==> src/tcls_pkg.sv <==
// ########################################
// TCLS shared definitions
// Widths, register map and recovery modes
// ########################################

package tcls_pkg;

  // Bus and core side widths
  localparam int unsigned ADDR_W   = 32;
  localparam int unsigned DATA_W   = 32;
  localparam int unsigned BE_W     = 4;
  localparam int unsigned IRQ_ID_W = 5;

  // Main vote: irq ack, irq ack id, instr req, instr addr, data req
  localparam int unsigned MAIN_VOTE_W = 1 + IRQ_ID_W + 1 + ADDR_W + 1;

  // Data vote: data addr, we, wdata, be
  localparam int unsigned DATA_VOTE_W = ADDR_W + 1 + DATA_W + BE_W;

  // Register port word address
  localparam int unsigned REG_ADDR_W = 3;

  // Register word addresses
  typedef enum logic [REG_ADDR_W-1:0] {
    // bit0 setback enable, bit1 reload setback enable
    REG_CONFIG    = 3'd0,
    REG_SP_STORE  = 3'd1,
    // Read-only per-core mismatch counters
    REG_MISMATCH0 = 3'd2,
    REG_MISMATCH1 = 3'd3,
    REG_MISMATCH2 = 3'd4
  } tcls_reg_e;

  // Recovery mode of the lock-step unit
  typedef enum logic [1:0] {
    MODE_RUN,
    MODE_UNLOAD,
    MODE_RELOAD
  } red_mode_e;

endpackage

==> src/tcls_voter.sv <==
// ########################################
// TCLS majority voter
// Bitwise vote over three redundant copies
// ########################################

module tcls_voter #(
  parameter int unsigned Width = 32
) (
  input  logic [Width-1:0] a_i,
  input  logic [Width-1:0] b_i,
  input  logic [Width-1:0] c_i,
  output logic [Width-1:0] majority_o,
  output logic [2:0]       error_cba_o,
  output logic             multi_error_o
);

  logic [Width-1:0] diff_a;
  logic [Width-1:0] diff_b;
  logic [Width-1:0] diff_c;

  // Two out of three per bit
  assign majority_o = (a_i & b_i) | (a_i & c_i) | (b_i & c_i);

  // Bits where each copy disagrees with the vote
  assign diff_a = a_i ^ majority_o;
  assign diff_b = b_i ^ majority_o;
  assign diff_c = c_i ^ majority_o;

  assign error_cba_o[0] = |diff_a;
  assign error_cba_o[1] = |diff_b;
  assign error_cba_o[2] = |diff_c;

  // Two or more copies wrong, so the result is not trustworthy
  assign multi_error_o = (error_cba_o[0] & error_cba_o[1]) |
                         (error_cba_o[0] & error_cba_o[2]) |
                         (error_cba_o[1] & error_cba_o[2]);

endmodule

==> src/tcls_regs.sv <==
// ########################################
// TCLS register file
// Config, state pointer, mismatch counters
// ########################################

module tcls_regs (
  input  logic                            clk_i,
  input  logic                            rst_ni,

  // Register port
  input  logic                            reg_req_i,
  input  logic                            reg_we_i,
  input  logic [tcls_pkg::REG_ADDR_W-1:0] reg_addr_i,
  input  logic [31:0]                     reg_wdata_i,
  output logic [31:0]                     reg_rdata_o,

  // One pulse per flagged core
  input  logic [2:0]                      mismatch_inc_i,

  output logic                            cfg_setback_o,
  output logic                            cfg_reload_setback_o,
  output logic                            sp_valid_o,
  output logic                            sp_clear_o
);

  logic [1:0]          config_q;
  logic [31:0]         sp_store_q;
  logic [2:0][31:0]    mismatch_q;
  logic                wr_en;
  tcls_pkg::tcls_reg_e reg_addr;

  assign reg_addr = tcls_pkg::tcls_reg_e'(reg_addr_i);
  assign wr_en    = reg_req_i & reg_we_i;

  // Writable registers, counters and unknown words ignore writes
  always_ff @(posedge clk_i or negedge rst_ni) begin
    if (!rst_ni) begin
      config_q   <= '0;
      sp_store_q <= '0;
    end else if (wr_en) begin
      case (reg_addr)
        tcls_pkg::REG_CONFIG: begin
          config_q <= reg_wdata_i[1:0];
        end
        tcls_pkg::REG_SP_STORE: begin
          sp_store_q <= reg_wdata_i;
        end
        default: begin
        end
      endcase
    end
  end

  // Per-core mismatch counters
  always_ff @(posedge clk_i or negedge rst_ni) begin
    if (!rst_ni) begin
      mismatch_q <= '0;
    end else begin
      for (int k = 0; k < 3; k++) begin
        if (mismatch_inc_i[k]) begin
          mismatch_q[k] <= mismatch_q[k] + 32'd1;
        end
      end
    end
  end

  // Same-cycle read data
  always_comb begin
    reg_rdata_o = '0;
    if (reg_req_i) begin
      case (reg_addr)
        tcls_pkg::REG_CONFIG:    reg_rdata_o = {30'd0, config_q};
        tcls_pkg::REG_SP_STORE:  reg_rdata_o = sp_store_q;
        tcls_pkg::REG_MISMATCH0: reg_rdata_o = mismatch_q[0];
        tcls_pkg::REG_MISMATCH1: reg_rdata_o = mismatch_q[1];
        tcls_pkg::REG_MISMATCH2: reg_rdata_o = mismatch_q[2];
        default:                 reg_rdata_o = '0;
      endcase
    end
  end

  assign cfg_setback_o        = config_q[0];
  assign cfg_reload_setback_o = config_q[1];

  // A stored state pointer means the cores have saved their state
  assign sp_valid_o = |sp_store_q;

  // Software clearing the pointer in this cycle
  assign sp_clear_o = wr_en && (reg_addr == tcls_pkg::REG_SP_STORE) &&
                      (reg_wdata_i == 32'd0);

endmodule

==> src/tcls_unit.sv <==
// ########################################
// TCLS lock-step unit
// Voting, fan-out and recovery FSM
// ########################################

module tcls_unit (
  input  logic                                clk_i,
  input  logic                                rst_ni,

  // Register file links
  input  logic                                cfg_setback_i,
  input  logic                                cfg_reload_setback_i,
  input  logic                                sp_valid_i,
  input  logic                                sp_clear_i,
  output logic [2:0]                          mismatch_inc_o,

  // Interconnect side
  input  logic [tcls_pkg::ADDR_W-1:0]         intc_hart_id_i,
  input  logic                                intc_fetch_en_i,
  input  logic [tcls_pkg::ADDR_W-1:0]         intc_boot_addr_i,
  input  logic [31:0]                         intc_irq_x_i,
  output logic                                intc_irq_x_ack_o,
  output logic [tcls_pkg::IRQ_ID_W-1:0]       intc_irq_x_ack_id_o,
  input  logic                                intc_debug_req_i,

  output logic                                intc_instr_req_o,
  output logic [tcls_pkg::ADDR_W-1:0]         intc_instr_addr_o,
  input  logic                                intc_instr_gnt_i,
  input  logic [tcls_pkg::DATA_W-1:0]         intc_instr_rdata_i,
  input  logic                                intc_instr_rvalid_i,
  input  logic                                intc_instr_err_i,

  output logic                                intc_data_req_o,
  output logic [tcls_pkg::ADDR_W-1:0]         intc_data_addr_o,
  output logic                                intc_data_we_o,
  output logic [tcls_pkg::DATA_W-1:0]         intc_data_wdata_o,
  output logic [tcls_pkg::BE_W-1:0]           intc_data_be_o,
  input  logic                                intc_data_gnt_i,
  input  logic [tcls_pkg::DATA_W-1:0]         intc_data_rdata_i,
  input  logic                                intc_data_rvalid_i,
  input  logic                                intc_data_err_i,

  // Core side
  output logic [2:0]                          core_setback_o,
  output logic [2:0][tcls_pkg::ADDR_W-1:0]    core_hart_id_o,
  output logic [2:0]                          core_fetch_en_o,
  output logic [2:0][tcls_pkg::ADDR_W-1:0]    core_boot_addr_o,
  output logic [2:0][31:0]                    core_irq_x_o,
  input  logic [2:0]                          core_irq_x_ack_i,
  input  logic [2:0][tcls_pkg::IRQ_ID_W-1:0]  core_irq_x_ack_id_i,
  output logic [2:0]                          core_debug_req_o,

  input  logic [2:0]                          core_instr_req_i,
  input  logic [2:0][tcls_pkg::ADDR_W-1:0]    core_instr_addr_i,
  output logic [2:0]                          core_instr_gnt_o,
  output logic [2:0][tcls_pkg::DATA_W-1:0]    core_instr_rdata_o,
  output logic [2:0]                          core_instr_rvalid_o,
  output logic [2:0]                          core_instr_err_o,

  input  logic [2:0]                          core_data_req_i,
  input  logic [2:0][tcls_pkg::ADDR_W-1:0]    core_data_addr_i,
  input  logic [2:0]                          core_data_we_i,
  input  logic [2:0][tcls_pkg::DATA_W-1:0]    core_data_wdata_i,
  input  logic [2:0][tcls_pkg::BE_W-1:0]      core_data_be_i,
  output logic [2:0]                          core_data_gnt_o,
  output logic [2:0][tcls_pkg::DATA_W-1:0]    core_data_rdata_o,
  output logic [2:0]                          core_data_rvalid_o,
  output logic [2:0]                          core_data_err_o,

  output logic                                single_mismatch_o,
  output logic                                triple_mismatch_o
);

  logic [2:0][tcls_pkg::MAIN_VOTE_W-1:0] main_in;
  logic [tcls_pkg::MAIN_VOTE_W-1:0]      main_out;
  logic [2:0]                            main_cba;
  logic                                  main_multi;

  logic [2:0][tcls_pkg::DATA_VOTE_W-1:0] data_in;
  logic [tcls_pkg::DATA_VOTE_W-1:0]      data_out;
  logic [2:0]                            data_cba;
  logic                                  data_multi;

  logic                                  data_req;
  logic [2:0]                            err_detect;
  logic                                  any_mismatch;
  logic                                  cross_multi;

  tcls_pkg::red_mode_e                   red_mode_d;
  tcls_pkg::red_mode_e                   red_mode_q;
  logic                                  setback_d;
  logic                                  setback_q;

  for (genvar k = 0; k < 3; k++) begin : gen_pack
    assign main_in[k] = {core_irq_x_ack_i[k], core_irq_x_ack_id_i[k], core_instr_req_i[k],
                         core_instr_addr_i[k], core_data_req_i[k]};
    assign data_in[k] = {core_data_addr_i[k], core_data_we_i[k], core_data_wdata_i[k],
                         core_data_be_i[k]};
  end

  tcls_voter #(
    .Width ( tcls_pkg::MAIN_VOTE_W )
  ) main_voter (
    .a_i           ( main_in[0] ),
    .b_i           ( main_in[1] ),
    .c_i           ( main_in[2] ),
    .majority_o    ( main_out   ),
    .error_cba_o   ( main_cba   ),
    .multi_error_o ( main_multi )
  );

  tcls_voter #(
    .Width ( tcls_pkg::DATA_VOTE_W )
  ) data_voter (
    .a_i           ( data_in[0] ),
    .b_i           ( data_in[1] ),
    .c_i           ( data_in[2] ),
    .majority_o    ( data_out   ),
    .error_cba_o   ( data_cba   ),
    .multi_error_o ( data_multi )
  );

  // Voted copies to the interconnect
  assign {intc_irq_x_ack_o, intc_irq_x_ack_id_o, intc_instr_req_o, intc_instr_addr_o,
          data_req} = main_out;
  assign {intc_data_addr_o, intc_data_we_o, intc_data_wdata_o, intc_data_be_o} = data_out;
  assign intc_data_req_o = data_req;

  // Data payload only matters while a data request is out
  assign err_detect   = main_cba | (data_req ? data_cba : 3'b000);
  assign any_mismatch = |err_detect;

  // Faults split over the two voters also make two bad cores
  assign cross_multi = (err_detect[0] & err_detect[1]) |
                       (err_detect[0] & err_detect[2]) |
                       (err_detect[1] & err_detect[2]);

  assign single_mismatch_o = any_mismatch;
  assign triple_mismatch_o = main_multi | (data_req & data_multi) | cross_multi;

  // Only faults seen in run mode are counted
  assign mismatch_inc_o = (red_mode_q == tcls_pkg::MODE_RUN) ? err_detect : 3'b000;

  always_comb begin
    red_mode_d = red_mode_q;
    setback_d  = 1'b0;
    case (red_mode_q)
      tcls_pkg::MODE_RUN: begin
        if (any_mismatch) begin
          red_mode_d = tcls_pkg::MODE_UNLOAD;
        end
      end
      tcls_pkg::MODE_UNLOAD: begin
        // Cores have stored their state pointer
        if (sp_valid_i) begin
          red_mode_d = tcls_pkg::MODE_RELOAD;
          setback_d  = cfg_setback_i;
        end
      end
      tcls_pkg::MODE_RELOAD: begin
        if (!sp_valid_i) begin
          red_mode_d = tcls_pkg::MODE_RUN;
        end else if (any_mismatch && cfg_setback_i && cfg_reload_setback_i &&
                     !sp_clear_i && !setback_q) begin
          // Cores still diverge while reloading
          setback_d = 1'b1;
        end
      end
      default: begin
        red_mode_d = tcls_pkg::MODE_RUN;
      end
    endcase

    if (!intc_fetch_en_i) begin
      red_mode_d = tcls_pkg::MODE_RUN;
    end
  end

  always_ff @(posedge clk_i or negedge rst_ni) begin
    if (!rst_ni) begin
      red_mode_q <= tcls_pkg::MODE_RUN;
      setback_q  <= 1'b0;
    end else begin
      red_mode_q <= red_mode_d;
      setback_q  <= setback_d;
    end
  end

  assign core_setback_o = {3{setback_q}};

  // Responses and control inputs go to every core
  assign core_hart_id_o      = {3{intc_hart_id_i}};
  assign core_fetch_en_o     = {3{intc_fetch_en_i}};
  assign core_boot_addr_o    = {3{intc_boot_addr_i}};
  assign core_irq_x_o        = {3{intc_irq_x_i}};
  assign core_debug_req_o    = {3{intc_debug_req_i}};

  assign core_instr_gnt_o    = {3{intc_instr_gnt_i}};
  assign core_instr_rdata_o  = {3{intc_instr_rdata_i}};
  assign core_instr_rvalid_o = {3{intc_instr_rvalid_i}};
  assign core_instr_err_o    = {3{intc_instr_err_i}};

  assign core_data_gnt_o     = {3{intc_data_gnt_i}};
  assign core_data_rdata_o   = {3{intc_data_rdata_i}};
  assign core_data_rvalid_o  = {3{intc_data_rvalid_i}};
  assign core_data_err_o     = {3{intc_data_err_i}};

endmodule

==> src/tcls_top.sv <==
// ########################################
// TCLS top level
// Register file plus lock-step unit
// ########################################

module tcls_top (
  input  logic                                clk_i,
  input  logic                                rst_ni,

  // Register port
  input  logic                                reg_req_i,
  input  logic                                reg_we_i,
  input  logic [tcls_pkg::REG_ADDR_W-1:0]     reg_addr_i,
  input  logic [31:0]                         reg_wdata_i,
  output logic [31:0]                         reg_rdata_o,

  // Interconnect side
  input  logic [tcls_pkg::ADDR_W-1:0]         intc_hart_id_i,
  input  logic                                intc_fetch_en_i,
  input  logic [tcls_pkg::ADDR_W-1:0]         intc_boot_addr_i,
  input  logic [31:0]                         intc_irq_x_i,
  output logic                                intc_irq_x_ack_o,
  output logic [tcls_pkg::IRQ_ID_W-1:0]       intc_irq_x_ack_id_o,
  input  logic                                intc_debug_req_i,

  output logic                                intc_instr_req_o,
  output logic [tcls_pkg::ADDR_W-1:0]         intc_instr_addr_o,
  input  logic                                intc_instr_gnt_i,
  input  logic [tcls_pkg::DATA_W-1:0]         intc_instr_rdata_i,
  input  logic                                intc_instr_rvalid_i,
  input  logic                                intc_instr_err_i,

  output logic                                intc_data_req_o,
  output logic [tcls_pkg::ADDR_W-1:0]         intc_data_addr_o,
  output logic                                intc_data_we_o,
  output logic [tcls_pkg::DATA_W-1:0]         intc_data_wdata_o,
  output logic [tcls_pkg::BE_W-1:0]           intc_data_be_o,
  input  logic                                intc_data_gnt_i,
  input  logic [tcls_pkg::DATA_W-1:0]         intc_data_rdata_i,
  input  logic                                intc_data_rvalid_i,
  input  logic                                intc_data_err_i,

  // Core side
  output logic [2:0]                          core_setback_o,
  output logic [2:0][tcls_pkg::ADDR_W-1:0]    core_hart_id_o,
  output logic [2:0]                          core_fetch_en_o,
  output logic [2:0][tcls_pkg::ADDR_W-1:0]    core_boot_addr_o,
  output logic [2:0][31:0]                    core_irq_x_o,
  input  logic [2:0]                          core_irq_x_ack_i,
  input  logic [2:0][tcls_pkg::IRQ_ID_W-1:0]  core_irq_x_ack_id_i,
  output logic [2:0]                          core_debug_req_o,

  input  logic [2:0]                          core_instr_req_i,
  input  logic [2:0][tcls_pkg::ADDR_W-1:0]    core_instr_addr_i,
  output logic [2:0]                          core_instr_gnt_o,
  output logic [2:0][tcls_pkg::DATA_W-1:0]    core_instr_rdata_o,
  output logic [2:0]                          core_instr_rvalid_o,
  output logic [2:0]                          core_instr_err_o,

  input  logic [2:0]                          core_data_req_i,
  input  logic [2:0][tcls_pkg::ADDR_W-1:0]    core_data_addr_i,
  input  logic [2:0]                          core_data_we_i,
  input  logic [2:0][tcls_pkg::DATA_W-1:0]    core_data_wdata_i,
  input  logic [2:0][tcls_pkg::BE_W-1:0]      core_data_be_i,
  output logic [2:0]                          core_data_gnt_o,
  output logic [2:0][tcls_pkg::DATA_W-1:0]    core_data_rdata_o,
  output logic [2:0]                          core_data_rvalid_o,
  output logic [2:0]                          core_data_err_o,

  output logic                                single_mismatch_o,
  output logic                                triple_mismatch_o
);

  logic       cfg_setback;
  logic       cfg_reload_setback;
  logic       sp_valid;
  logic       sp_clear;
  logic [2:0] mismatch_inc;

  tcls_regs i_regs (
    .clk_i                ( clk_i              ),
    .rst_ni               ( rst_ni             ),
    .reg_req_i            ( reg_req_i          ),
    .reg_we_i             ( reg_we_i           ),
    .reg_addr_i           ( reg_addr_i         ),
    .reg_wdata_i          ( reg_wdata_i        ),
    .reg_rdata_o          ( reg_rdata_o        ),
    .mismatch_inc_i       ( mismatch_inc       ),
    .cfg_setback_o        ( cfg_setback        ),
    .cfg_reload_setback_o ( cfg_reload_setback ),
    .sp_valid_o           ( sp_valid           ),
    .sp_clear_o           ( sp_clear           )
  );

  // Bus and core ports share their names with the unit
  tcls_unit i_unit (
    .cfg_setback_i        ( cfg_setback        ),
    .cfg_reload_setback_i ( cfg_reload_setback ),
    .sp_valid_i           ( sp_valid           ),
    .sp_clear_i           ( sp_clear           ),
    .mismatch_inc_o       ( mismatch_inc       ),
    .*
  );

endmodule

==> config.mk <==
export PLATFORM = sky130hd
export DESIGN_NAME = tcls_top
export DESIGN_NICKNAME = d
export VERILOG_FILES = /design/src/tcls_pkg.sv /design/src/tcls_voter.sv /design/src/tcls_regs.sv /design/src/tcls_unit.sv /design/src/tcls_top.sv
export SDC_FILE = /design/constraint.sdc
export NUM_CORES = 1
export LEC_CHECK = 0
export ABC_CLOCK_PERIOD_IN_PS = 4180
export BUFFER_PORTS_ARGS = -buffer_cell sky130_fd_sc_hd__clkbuf_2
export CORE_AREA = 2 2 462 464
export CTS_BUF_LIST = sky130_fd_sc_hd__clkbuf_4 sky130_fd_sc_hd__clkbuf_8 sky130_fd_sc_hd__clkbuf_16
export DETAILED_ROUTE_END_ITERATION = 8
export DIE_AREA = 0 0 464 466
export GPL_ROUTABILITY_DRIVEN = 0
export PLACE_DENSITY = 0.32
export SLEW_MARGIN = 20
export SYNTH_ARGS = -nofsm -noshare
export SYNTH_HDL_FRONTEND = slang
export SYNTH_SLANG_ARGS = --single-unit
==> constraint.sdc <==
create_clock -name clk_i -period 4.18 [get_ports clk_i]
set_input_delay 0.627 -clock clk_i [delete_from_list [all_inputs] [get_ports clk_i]]
set_output_delay 0.627 -clock clk_i [all_outputs]
set_load 0.02 [all_outputs]
### Word level (Yosys, flattened, before mapping)

Cells that the tools add are included.

* $add $sub $neg: 3
* equality and inequality tests: 9
* multiplexer cells: 13
* bitwise operators: 36
* reduce and logical (&&, ||, !) cells: 22

Operator list (number)
* 69-bit bitwise AND: 3
* 69-bit OR reduction: 3
* 69-bit bitwise XOR: 3
* 32-bit case mux with 5 select lines: 1
* 69-bit bitwise OR: 2
* 40-bit bitwise AND: 3
* 40-bit OR reduction: 3
* 40-bit bitwise XOR: 3
* 32-bit by 1-bit adder with 32-bit output (second input constant): 3
* 40-bit bitwise OR: 2
* 32-bit zero test: 1
* 32-bit two-way mux: 1
* 32-bit OR reduction: 1
* 1-bit bitwise AND: 11
* 2-bit two-way mux: 4
* 1-bit bitwise OR: 8
* 3-bit by 2-bit equality test with 1-bit output (second input constant): 2
* 1-bit logical AND: 6
* 3-bit two-way mux: 2
* 3-bit by 2-bit inequality test with 1-bit output (second input constant): 2
* 2-bit case mux with 3 select lines: 1
* 2-bit AND reduction: 2
* 3-bit by 1-bit equality test with 1-bit output (second input constant): 1
* 3-bit equality test (second input constant): 1
* other kinds (11): 14

* word-level logic and storage cells: 90
* input bits: 534
* output and inout bits: 650
* register bits after elaboration: 133

### Logic depth before layout (Yosys ltp)

Gate-level depths: netlist (run 1).

* word-level depth: 15
* gate-level depth with buffers: 9

### Modules after synthesis

Synthesis (run 1) repeated with hierarchy kept, for this count alone.

* cells, all modules: 2250
* area, all modules: 17304.1 um^2

Modules (own cells, without submodules)
* tcls_regs: area each 6556.3 um^2, seq. area each 3253.1 um^2, cells each 598, times used 1
* tcls_voter (i_unit.data_voter): area each 4125.2 um^2, seq. area each 0.0 um^2, cells each 699, times used 1
* tcls_unit: area each 4122.7 um^2, seq. area each 75.1 um^2, cells each 545, times used 1
* tcls_voter (i_unit.main_voter): area each 2499.9 um^2, seq. area each 0.0 um^2, cells each 408, times used 1

### Least setup slack after synthesis (run 1)

OpenSTA, ideal clock, no wires.

* kind: in2out
* from: input port core_instr_addr_i[75] in the netlist's numbering
* to: output port single_mismatch_o
* cell stages on the path: 8
* path slack: 0.959 ns
* arrival: 2.594 ns
* data required time: 3.553 ns
* buffers on the path: 1
* cells stage by stage: or3b_2 > o2111ai_1 > nor4_2 > nand3_1 > or4_4 > or2_1 > clkbuf_2 > or3_1

* word-level cells in the longest chain between the ends: 7
* elaborated cells on any way between the ends: 12

Ends and longest elaborated chain
* start, declared: RTL line tcls_top.sv:54 `input logic [2:0][tcls_pkg::ADDR_W-1:0] core_instr_addr_i,`
* 40-bit bitwise AND: RTL line tcls_voter.sv:22 `assign majority_o = (a_i & b_i) | (a_i & c_i) | (b_i & c_i);`
* 40-bit bitwise OR (2 in series): RTL line tcls_voter.sv:22
* 40-bit bitwise XOR (on tied branches): RTL line tcls_voter.sv:25, tcls_voter.sv:26, tcls_voter.sv:27
* 40-bit OR reduction (on tied branches): RTL line tcls_voter.sv:29, tcls_voter.sv:30, tcls_voter.sv:31
* 3-bit bitwise OR *: RTL line tcls_unit.sv:130 `assign err_detect = main_cba | (data_req ? data_cba : 3'b000);`
* 3-bit OR reduction *: RTL line tcls_unit.sv:131 `assign any_mismatch = |err_detect;`
* end, declared: RTL line tcls_top.sv:70 `output logic single_mismatch_o,`

Mark *: on every way between the ends. The rest lies on a longest branch, timed or not.

### Worst setup path in the final report (run 1)

* from: input port core_data_addr_i[58] in the netlist's numbering
* to: output port single_mismatch_o

* word-level cells in the longest chain between the ends: 8
* elaborated cells on any way between the ends: 13

Ends and longest elaborated chain
* start, declared: RTL line tcls_top.sv:61 `input logic [2:0][tcls_pkg::ADDR_W-1:0] core_data_addr_i,`
* 69-bit bitwise AND: RTL line tcls_voter.sv:22
* 69-bit bitwise OR (2 in series): RTL line tcls_voter.sv:22
* 69-bit bitwise XOR (on tied branches): RTL line tcls_voter.sv:25, tcls_voter.sv:26, tcls_voter.sv:27
* 69-bit OR reduction (on tied branches): RTL line tcls_voter.sv:29, tcls_voter.sv:30, tcls_voter.sv:31
* 3-bit two-way mux *: RTL line tcls_unit.sv:130
* 3-bit bitwise OR *: RTL line tcls_unit.sv:130
* 3-bit OR reduction *: RTL line tcls_unit.sv:131

Marks and branches as above.

==> results of run 1 <==
==> through the flow <==
step                      TNS, ps  setup slack, ps  hold slack [ps]
after floorplan                 0              959              331
after global placement     -42530            -1390              461
after detailed placement   -20770            -1310              464
after CTS                       0            0.677              336
after global routing            0             1.30              369
final                           0             23.8              291
==> final cells by class <==
type,count,share of cell area [%]
Clock inverter,9,0.670
Antenna cell,14,0.159
Clock buffer,23,2.25
Multi-Input combinational cell,1560,47.9
Inverter,53,0.902
Tap cell,2821,16.0
Timing Repair Buffer,657,17.0
Sequential cell,133,15.1
==> layer usage <==
layer / share of wire [%] / wire (um)
met5: 0.20 / 276
met4: 2.4 / 3260
met3: 11 / 15200
met2: 43 / 59400
met1: 44 / 60400
==> cell usage in the layout (no fill, tap or decap), drive strengths merged, types with 47 or more instances in the layout <==
cell and instances:
nand4 64, buf 147, a22oi 63, dfrtp 133, nor4 85, o21a 108
o22ai 55, and3b 99, xnor2 47, nor2 245, nand3b 73, or3b 48
a21oi 156, inv 52, clkbuf 533, xor2 47, nor3b 125
==> state kept, by name, indices dropped and copies added, names as in the netlist <==
signal,flops
i_unit.setback_q,1
i_regs.config_q,2
i_regs.sp_store_q,32
i_regs.mismatch_q,96
i_unit.red_mode_q,2
==> timing repair <==
item / 4_1_cts / 5_1_grt
hold endpoints to repair: 0 / 0
setup buffers: 0 / 1
endpoints found under the setup margin: 28 / 2
gates resized for setup: 34 / 20
pin swaps: 6 / 11
==> power by group through the flow <==
stage                     clock network [mW]  logic, mW  registers [mW]
after floorplan                            0       1.79            1.65
final                                   1.66       2.50            1.75
after CTS                               1.71       2.53            1.75
after global placement                     0       2.49            1.77
after detailed placement                   0       2.50            1.77
after global routing                    1.77       2.71            1.78
==> kinds of logic (layout without fill, tap and decap cells) <==
family                     Yosys count  after routing  share of synthesized area, %
AOI/OAI and AO/OA                  459            459                          16.9
xor gates and xnor gates            94             94                          4.63
adders and majority gates            9              9                         0.606
buffers and inverters              600            742                          23.4
DFF                                133            133                          18.7
muxes                               42             42                          2.62
other                                0             14                             0
and+or+nand+nor                    956            956                          33.1
==> worst paths after layout <==
kind                                             from                     to  depth (start not counted)
max in group asynchronous                      rst_ni   i_regs.mismatch_q[9]                          2
worst min register to register  i_regs.mismatch_q[95]  i_regs.mismatch_q[95]                          1
worst max-delay path             core_data_addr_i[58]      single_mismatch_o                         12
worst max register to register   i_regs.mismatch_q[3]  i_regs.mismatch_q[31]                          7
worst min-delay path                           rst_ni  i_regs.sp_store_q[20]                          1
min in group clk_i                    reg_wdata_i[29]  i_regs.sp_store_q[29]                          2
==> worst max-delay path: stages <==
cell	delay [ps]
buf_2	160
and3b_1	210
nor4_2	260
buf_4	170
nand4_1	400
nor4_2	390
buf_4	160
a31oi_2	120
buf_12	170
or2_4	270
or3_4	390
clkbuf_4	190
==> key figures, run 1 <==
Synth
  • Most frequent cell after synthesis: buf_4
  • Top post-synthesis cells by area: buf_4 21%, dfrtp_1 19%, nor3b_1 5.3%
  • Sequential area share after synthesis: 18.7%
  • Syn Inst Count: 2,293
  • Synth top area share: 21.4%
  • Top_reg_cell synth: dfrtp_1
  • Post-synth net total: 2,834
  • Synth unique cells: 56
  • Post-synth EDFFs: 0
  • Synthesized area per cell: 7.75 um^2
  • Leading area contributor after synthesis: buf_4
  • Synth warn: 0
  • Mapped cell area: 17,800 um^2
  • Synth top cells by count: 507 x buf_4, 245 x nor2_1, 156 x a21oi_1
  • FF+latch count, synth: 133
  • Async S/R FF share, synth: 100%

CTS
  • Clock slew at reported path FFs: 60 ps
  • Clock latency on the worst-skew pair: 440 ps
  • Clock H-tree levels: 4
  • TritonCTS Buffers: 17
  • CTS Buffer Depth: 2
  • Post-CTS Hold Fix Bufs: 0
  • CTS Root Buffer Type: clkbuf_16
  • Clock Sinks: 133
  • CTS tree: yes

Detailed routing
  • Antenna-violating nets left: 0
  • Router iterations before antenna repair: 5
  • WL/cell: 26.3 um
  • Total Wirelength: 139 mm
  • Post-DR vias/cell: 3.45
  • DRC violations left: 0
  • Initial drt markers: 1,324
  • Via count: 18,200

GRT
  • Layer with the highest usage: met2
  • Met1 Resource Use GR: 15.6%
  • Initial antenna violation count: 63
  • Met3 GRT Util: 5.64%
  • GRT Resource Usage Total: 12.2%
  • Number of global-route vias before repair: 17,200
  • Met2 usage: 18.4%
  • Total grt overflow: 0
  • Pin count of the biggest net entering global routing: 92
  • Global-route wire length before repair: 175 mm

Timing
  • Max frequency: 241 MHz
  • Fin crit period: 4160 ps
  • Slew Limit Fails: 0
  • Max_slew headroom: 35.3%
  • RSZ-0062 raised after global routing: false
  • Endpoints failing setup: 0
  • Slew @ Worst Pin: 967 ps
  • Worst Clk Skew: 8.74 ps
  • Period Utilization, post-route: 99.4%
  • Hold Violations, Final: 0

Finish
  • Fin cells: 5,270
  • Register area: 3330 um^2
  • Final nets: 2,963
  • Final Cell Area: 22,000 um^2
  • Syn-to-layout area delta: 24.1%
  • Filler cell count in the final layout: 24,700
  • Area of the multi-input gates: 10,600 um^2
  • Layout cells sized above 1: 33.3%
  • Core Util, Final: 10.4%

Outcome
  • Status: finished clean

Floorplanning
  • Initial Util: 8.41%
  • Die H: 466 um
  • Total die area: 216,000 um^2
  • Die W: 464 um
  • Io pins: 1,184
  • # rows: 169
  • Core ar.: 211,000 um^2

Power and ir drop
  • Combinational fraction of design power: 42.2%
  • Sw Pwr: 2.42 mW
  • Leakage: 8.76 nW
  • Overall Power: 5.91 mW
  • Pwr Density: 268 nW/um^2
  • Pint: 3.49 mW
  • Clock Power Share: 28.2%
  • Worst vdd ir: 0.287 mV
  • Sequential share of power: 29.6%
  • Switching share of power: 40.9%

Critical path
  • CP required: 3550 ps
  • Worst Setup End Kind: output pin
  • Largest fanout on the critical path: 6
  • Crit path DAT: 3530 ps
  • Crit Path Category: input port to output pin
  • Startpoint types: input port
  • Reg2Reg Setup Slack: 1330 ps

Place
  • HPWL Detailed: 125 mm
  • Post-DP Area: 21,100 um^2
  • Number of port buffers: 515
  • Inst Count DP: 5,224

Run
  • Max Cap Violations: 0

Hold path
  • Class of the worst hold path: input port to asynchronous set/reset pin
Power figures use the tool's default switching activity.
==> run 2, diff against run 1 <==
--- a/config.mk
+++ b/config.mk
@@ -6,10 +6,10 @@
 export NUM_CORES = 1
 export LEC_CHECK = 0
-export ABC_CLOCK_PERIOD_IN_PS = 4180
+export ABC_CLOCK_PERIOD_IN_PS = 4400
 export BUFFER_PORTS_ARGS = -buffer_cell sky130_fd_sc_hd__clkbuf_2
-export CORE_AREA = 2 2 462 464
+export CORE_AREA = 2 2 463 465
 export CTS_BUF_LIST = sky130_fd_sc_hd__clkbuf_4 sky130_fd_sc_hd__clkbuf_8 sky130_fd_sc_hd__clkbuf_16
 export DETAILED_ROUTE_END_ITERATION = 8
-export DIE_AREA = 0 0 464 466
+export DIE_AREA = 0 0 465 467
 export GPL_ROUTABILITY_DRIVEN = 0
 export PLACE_DENSITY = 0.32
==> constraint.sdc (replaced) <==
create_clock -name clk_i -period 4.4 [get_ports clk_i]
set_input_delay 0.66 -clock clk_i [delete_from_list [all_inputs] [get_ports clk_i]]
set_output_delay 0.66 -clock clk_i [all_outputs]
set_load 0.05 [all_outputs]
==> run 2 against run 1 <==
  * Via count down 0.82%
  * Sequential cell count unchanged
  * Register-to-register slack better by 230 ps
  * Clock power down 7%
  * Sequential power down 5%
  * First-iteration DRC count down 5.1%
  * Largest cell class unchanged
==> key figures, run 2 (synthesized netlist as in run 1, its figures left out) <==
Outcome
  • Status: finished clean

Critical path
  • Crit path DAT: 3610 ps (+80 ps)
  • R2R Path Start: i_regs.mismatch_q[3]
  • Reg2Reg Setup Slack: 1560 ps (+230 ps)
  • Crit Path Category: input port to output pin
  • CP required: 3740 ps (+190 ps)
  • Startpoint types: input port
  • Reg2reg end: i_regs.mismatch_q[31]
  • Largest fanout on the critical path: 7 (+1)
  • R2r worst-path depth: 7 (unchanged)
  • Worst Setup End Kind: output pin

Power and ir drop
  • Worst vdd ir: 0.280 mV (-2.4%)
  • Overall Power: 5.84 mW (-1.2%)
  • Leakage: 8.81 nW (+0.58%)
  • Pwr Density: 263 nW/um^2 (-1.9%)

Run
  • Max Cap Violations: 0 (unchanged)

Timing
  • Hold WS: 221 ps (-70.0 ps)
  • Max_slew headroom: 21.7% (-14 points)
  • Slew @ Worst Pin: 1170 ps (+205 ps)
  • Slew Limit Fails: 0 (unchanged)
  • Setup WS post-layout: 128 ps (+104 ps)
  • Fin crit period: 4270 ps
  • Max frequency: 234 MHz
  • Hold Violations, Final: 0 (unchanged)
  • Setup TNS: 0 ps (unchanged)
  • Period Utilization, post-route: 97.1%
  • Worst Clk Skew: 10.1 ps (+1.33 ps)
  • RSZ-0062 raised after global routing: false
  • Endpoints failing setup: 0 (unchanged)

Finish
  • Syn-to-layout area delta: 24.9%
  • Layout cells sized above 1: 33.8% (+0.48 points)
  • Final nets: 2,970 (+0.24%)
  • Commonest non-fill, non-tap cell in the layout: clkbuf_2
  • Top reg by flops: i_regs.mismatch_q
  • Largest register FFs: 96 (unchanged)
  • Most frequent cells in the layout: 510 x clkbuf_2, 245 x nor2_1, 153 x a21oi_1
  • Largest registers: i_regs.mismatch_q (96), i_regs.sp_store_q (32)
  • Final Cell Area: 22,200 um^2 (+0.66%)
  • Filler cell count in the final layout: 24,700 (+0.11%)

GRT
  • Total grt overflow: 0 (unchanged)
  • Initial antenna violation count: 54 (-14%)
  • Pin count of the biggest net entering global routing: 93 (+1.1%)
  • Number of global-route vias before repair: 17,400 (+1.2%)
  • Global-route wire length before repair: 181 mm (+3.4%)
  • GRT Resource Usage Total: 12.6% (+0.45 points)

Detailed routing
  • Via count: 18,000 (-0.82%)
  • WL/cell: 27.2 um (+3.4%)
  • Router iterations before antenna repair: 5 (unchanged)
  • Total Wirelength: 143 mm (+3.5%)
  • Antenna-violating nets left: 0 (unchanged)
  • DRC violations left: 0 (unchanged)
  • Initial drt markers: 1,256 (-5.1%)
  • Post-DR vias/cell: 3.42 (-0.96%)

Floorplanning
  • # rows: 169 (unchanged)
  • Io pins: 1,184 (unchanged)
  • Total die area: 217,000 um^2 (+0.43%)
  • Die H: 467 um (+0.21%)
  • Die W: 465 um (+0.22%)
  • Core ar.: 212,000 um^2 (+0.20%)
  • Initial Util: 8.39% (-0.017 points)

Place
  • Post-DP Area: 21,200 um^2 (+0.36%)
  • Pre-CTS WS: -1120 ps (+189 ps)
  • Number of port buffers: 515 (unchanged)
  • HPWL Detailed: 130 mm (+3.7%)

CTS
  • Clock Sinks: 133 (unchanged)
  • Clock slew at reported path FFs: 60 ps (about the same)
  • CTS Buffer Depth: 2 (unchanged)
  • Clock latency on the worst-skew pair: 440 ps (about the same)
  • Clock H-tree levels: 4 (unchanged)
  • TritonCTS Buffers: 17 (unchanged)
  • Post-CTS Hold Fix Bufs: 0 (unchanged)
  • CTS Root Buffer Type: clkbuf_16
  • CTS tree: yes

Hold path
  • Class of the worst hold path: input port to asynchronous set/reset pin
run 2: power breakdown:
group          leakage [nW]  switching [mW]  internal [mW]  total [mW]
Combinational          6.80            1.77          0.872        2.64
Clock                 0.301           0.584          0.951        1.54
Sequential             1.72           0.259           1.40        1.66
run 2: critical path: stages:
cell,delay (ps)
clkbuf_2,130
or3b_2,200
o2111ai_1,400
nor4_1,360
nand4_1,150
or4_1,630
buf_4,190
or2_4,260
or3_4,430
clkbuf_16,200
run 2: per-layer routing:
layer	global-route usage, %	part of all wire [%]	vias to the layer above
li1	-	-	8162
met1	15.4	41	8578
met2	19.8	45	1108
met3	6.36	12	166
met4	2.23	1.5	20
met5	1.10	0.13	-
run 2: through the flow:
step                utilization (%)  cells
finish                         10.5   5277
global route                   10.5   5266
CTS                            10.4   5264
detailed placement             10.0   5231
global placement               10.0   5231
floorplan                         -   2293
run 2: worst max path at each step:
stage	start	cells after the start	endpoint	slack, ps
after floorplan	core_data_wdata_i[66]	8	single_mismatch_o	900
after global placement	core_data_be_i[5]	13	single_mismatch_o	-1580
after detailed placement	core_data_be_i[5]	13	single_mismatch_o	-1120
after CTS	core_data_addr_i[78]	11	single_mismatch_o	2
after global routing	core_irq_x_ack_id_i[10]	10	single_mismatch_o	9
final	core_instr_addr_i[6]	10	single_mismatch_o	130
run 2: repair_timing:
| action | in CTS | in global routing |
|---|---|---|
| endpoints found under the setup margin | 3 | 2 |
| pin swaps | 6 | 9 |
| setup buffers | 1 | 0 |
| hold endpoints to repair | 0 | 0 |
| gates resized for setup | 46 | 13 |
run 2: layout make-up:
type                       instances  area (um^2)  share of cell area (%)
antenna                           14         35.0                   0.158
clock buffer                      21          480                    2.16
clock inverter                    11          149                   0.671
inverter                          53          199                   0.896
multi-input combinational       1560        10600                    47.9
sequential                       133         3330                    15.0
tap                             2821         3530                    15.9
timing repair buffer             664         3840                    17.3
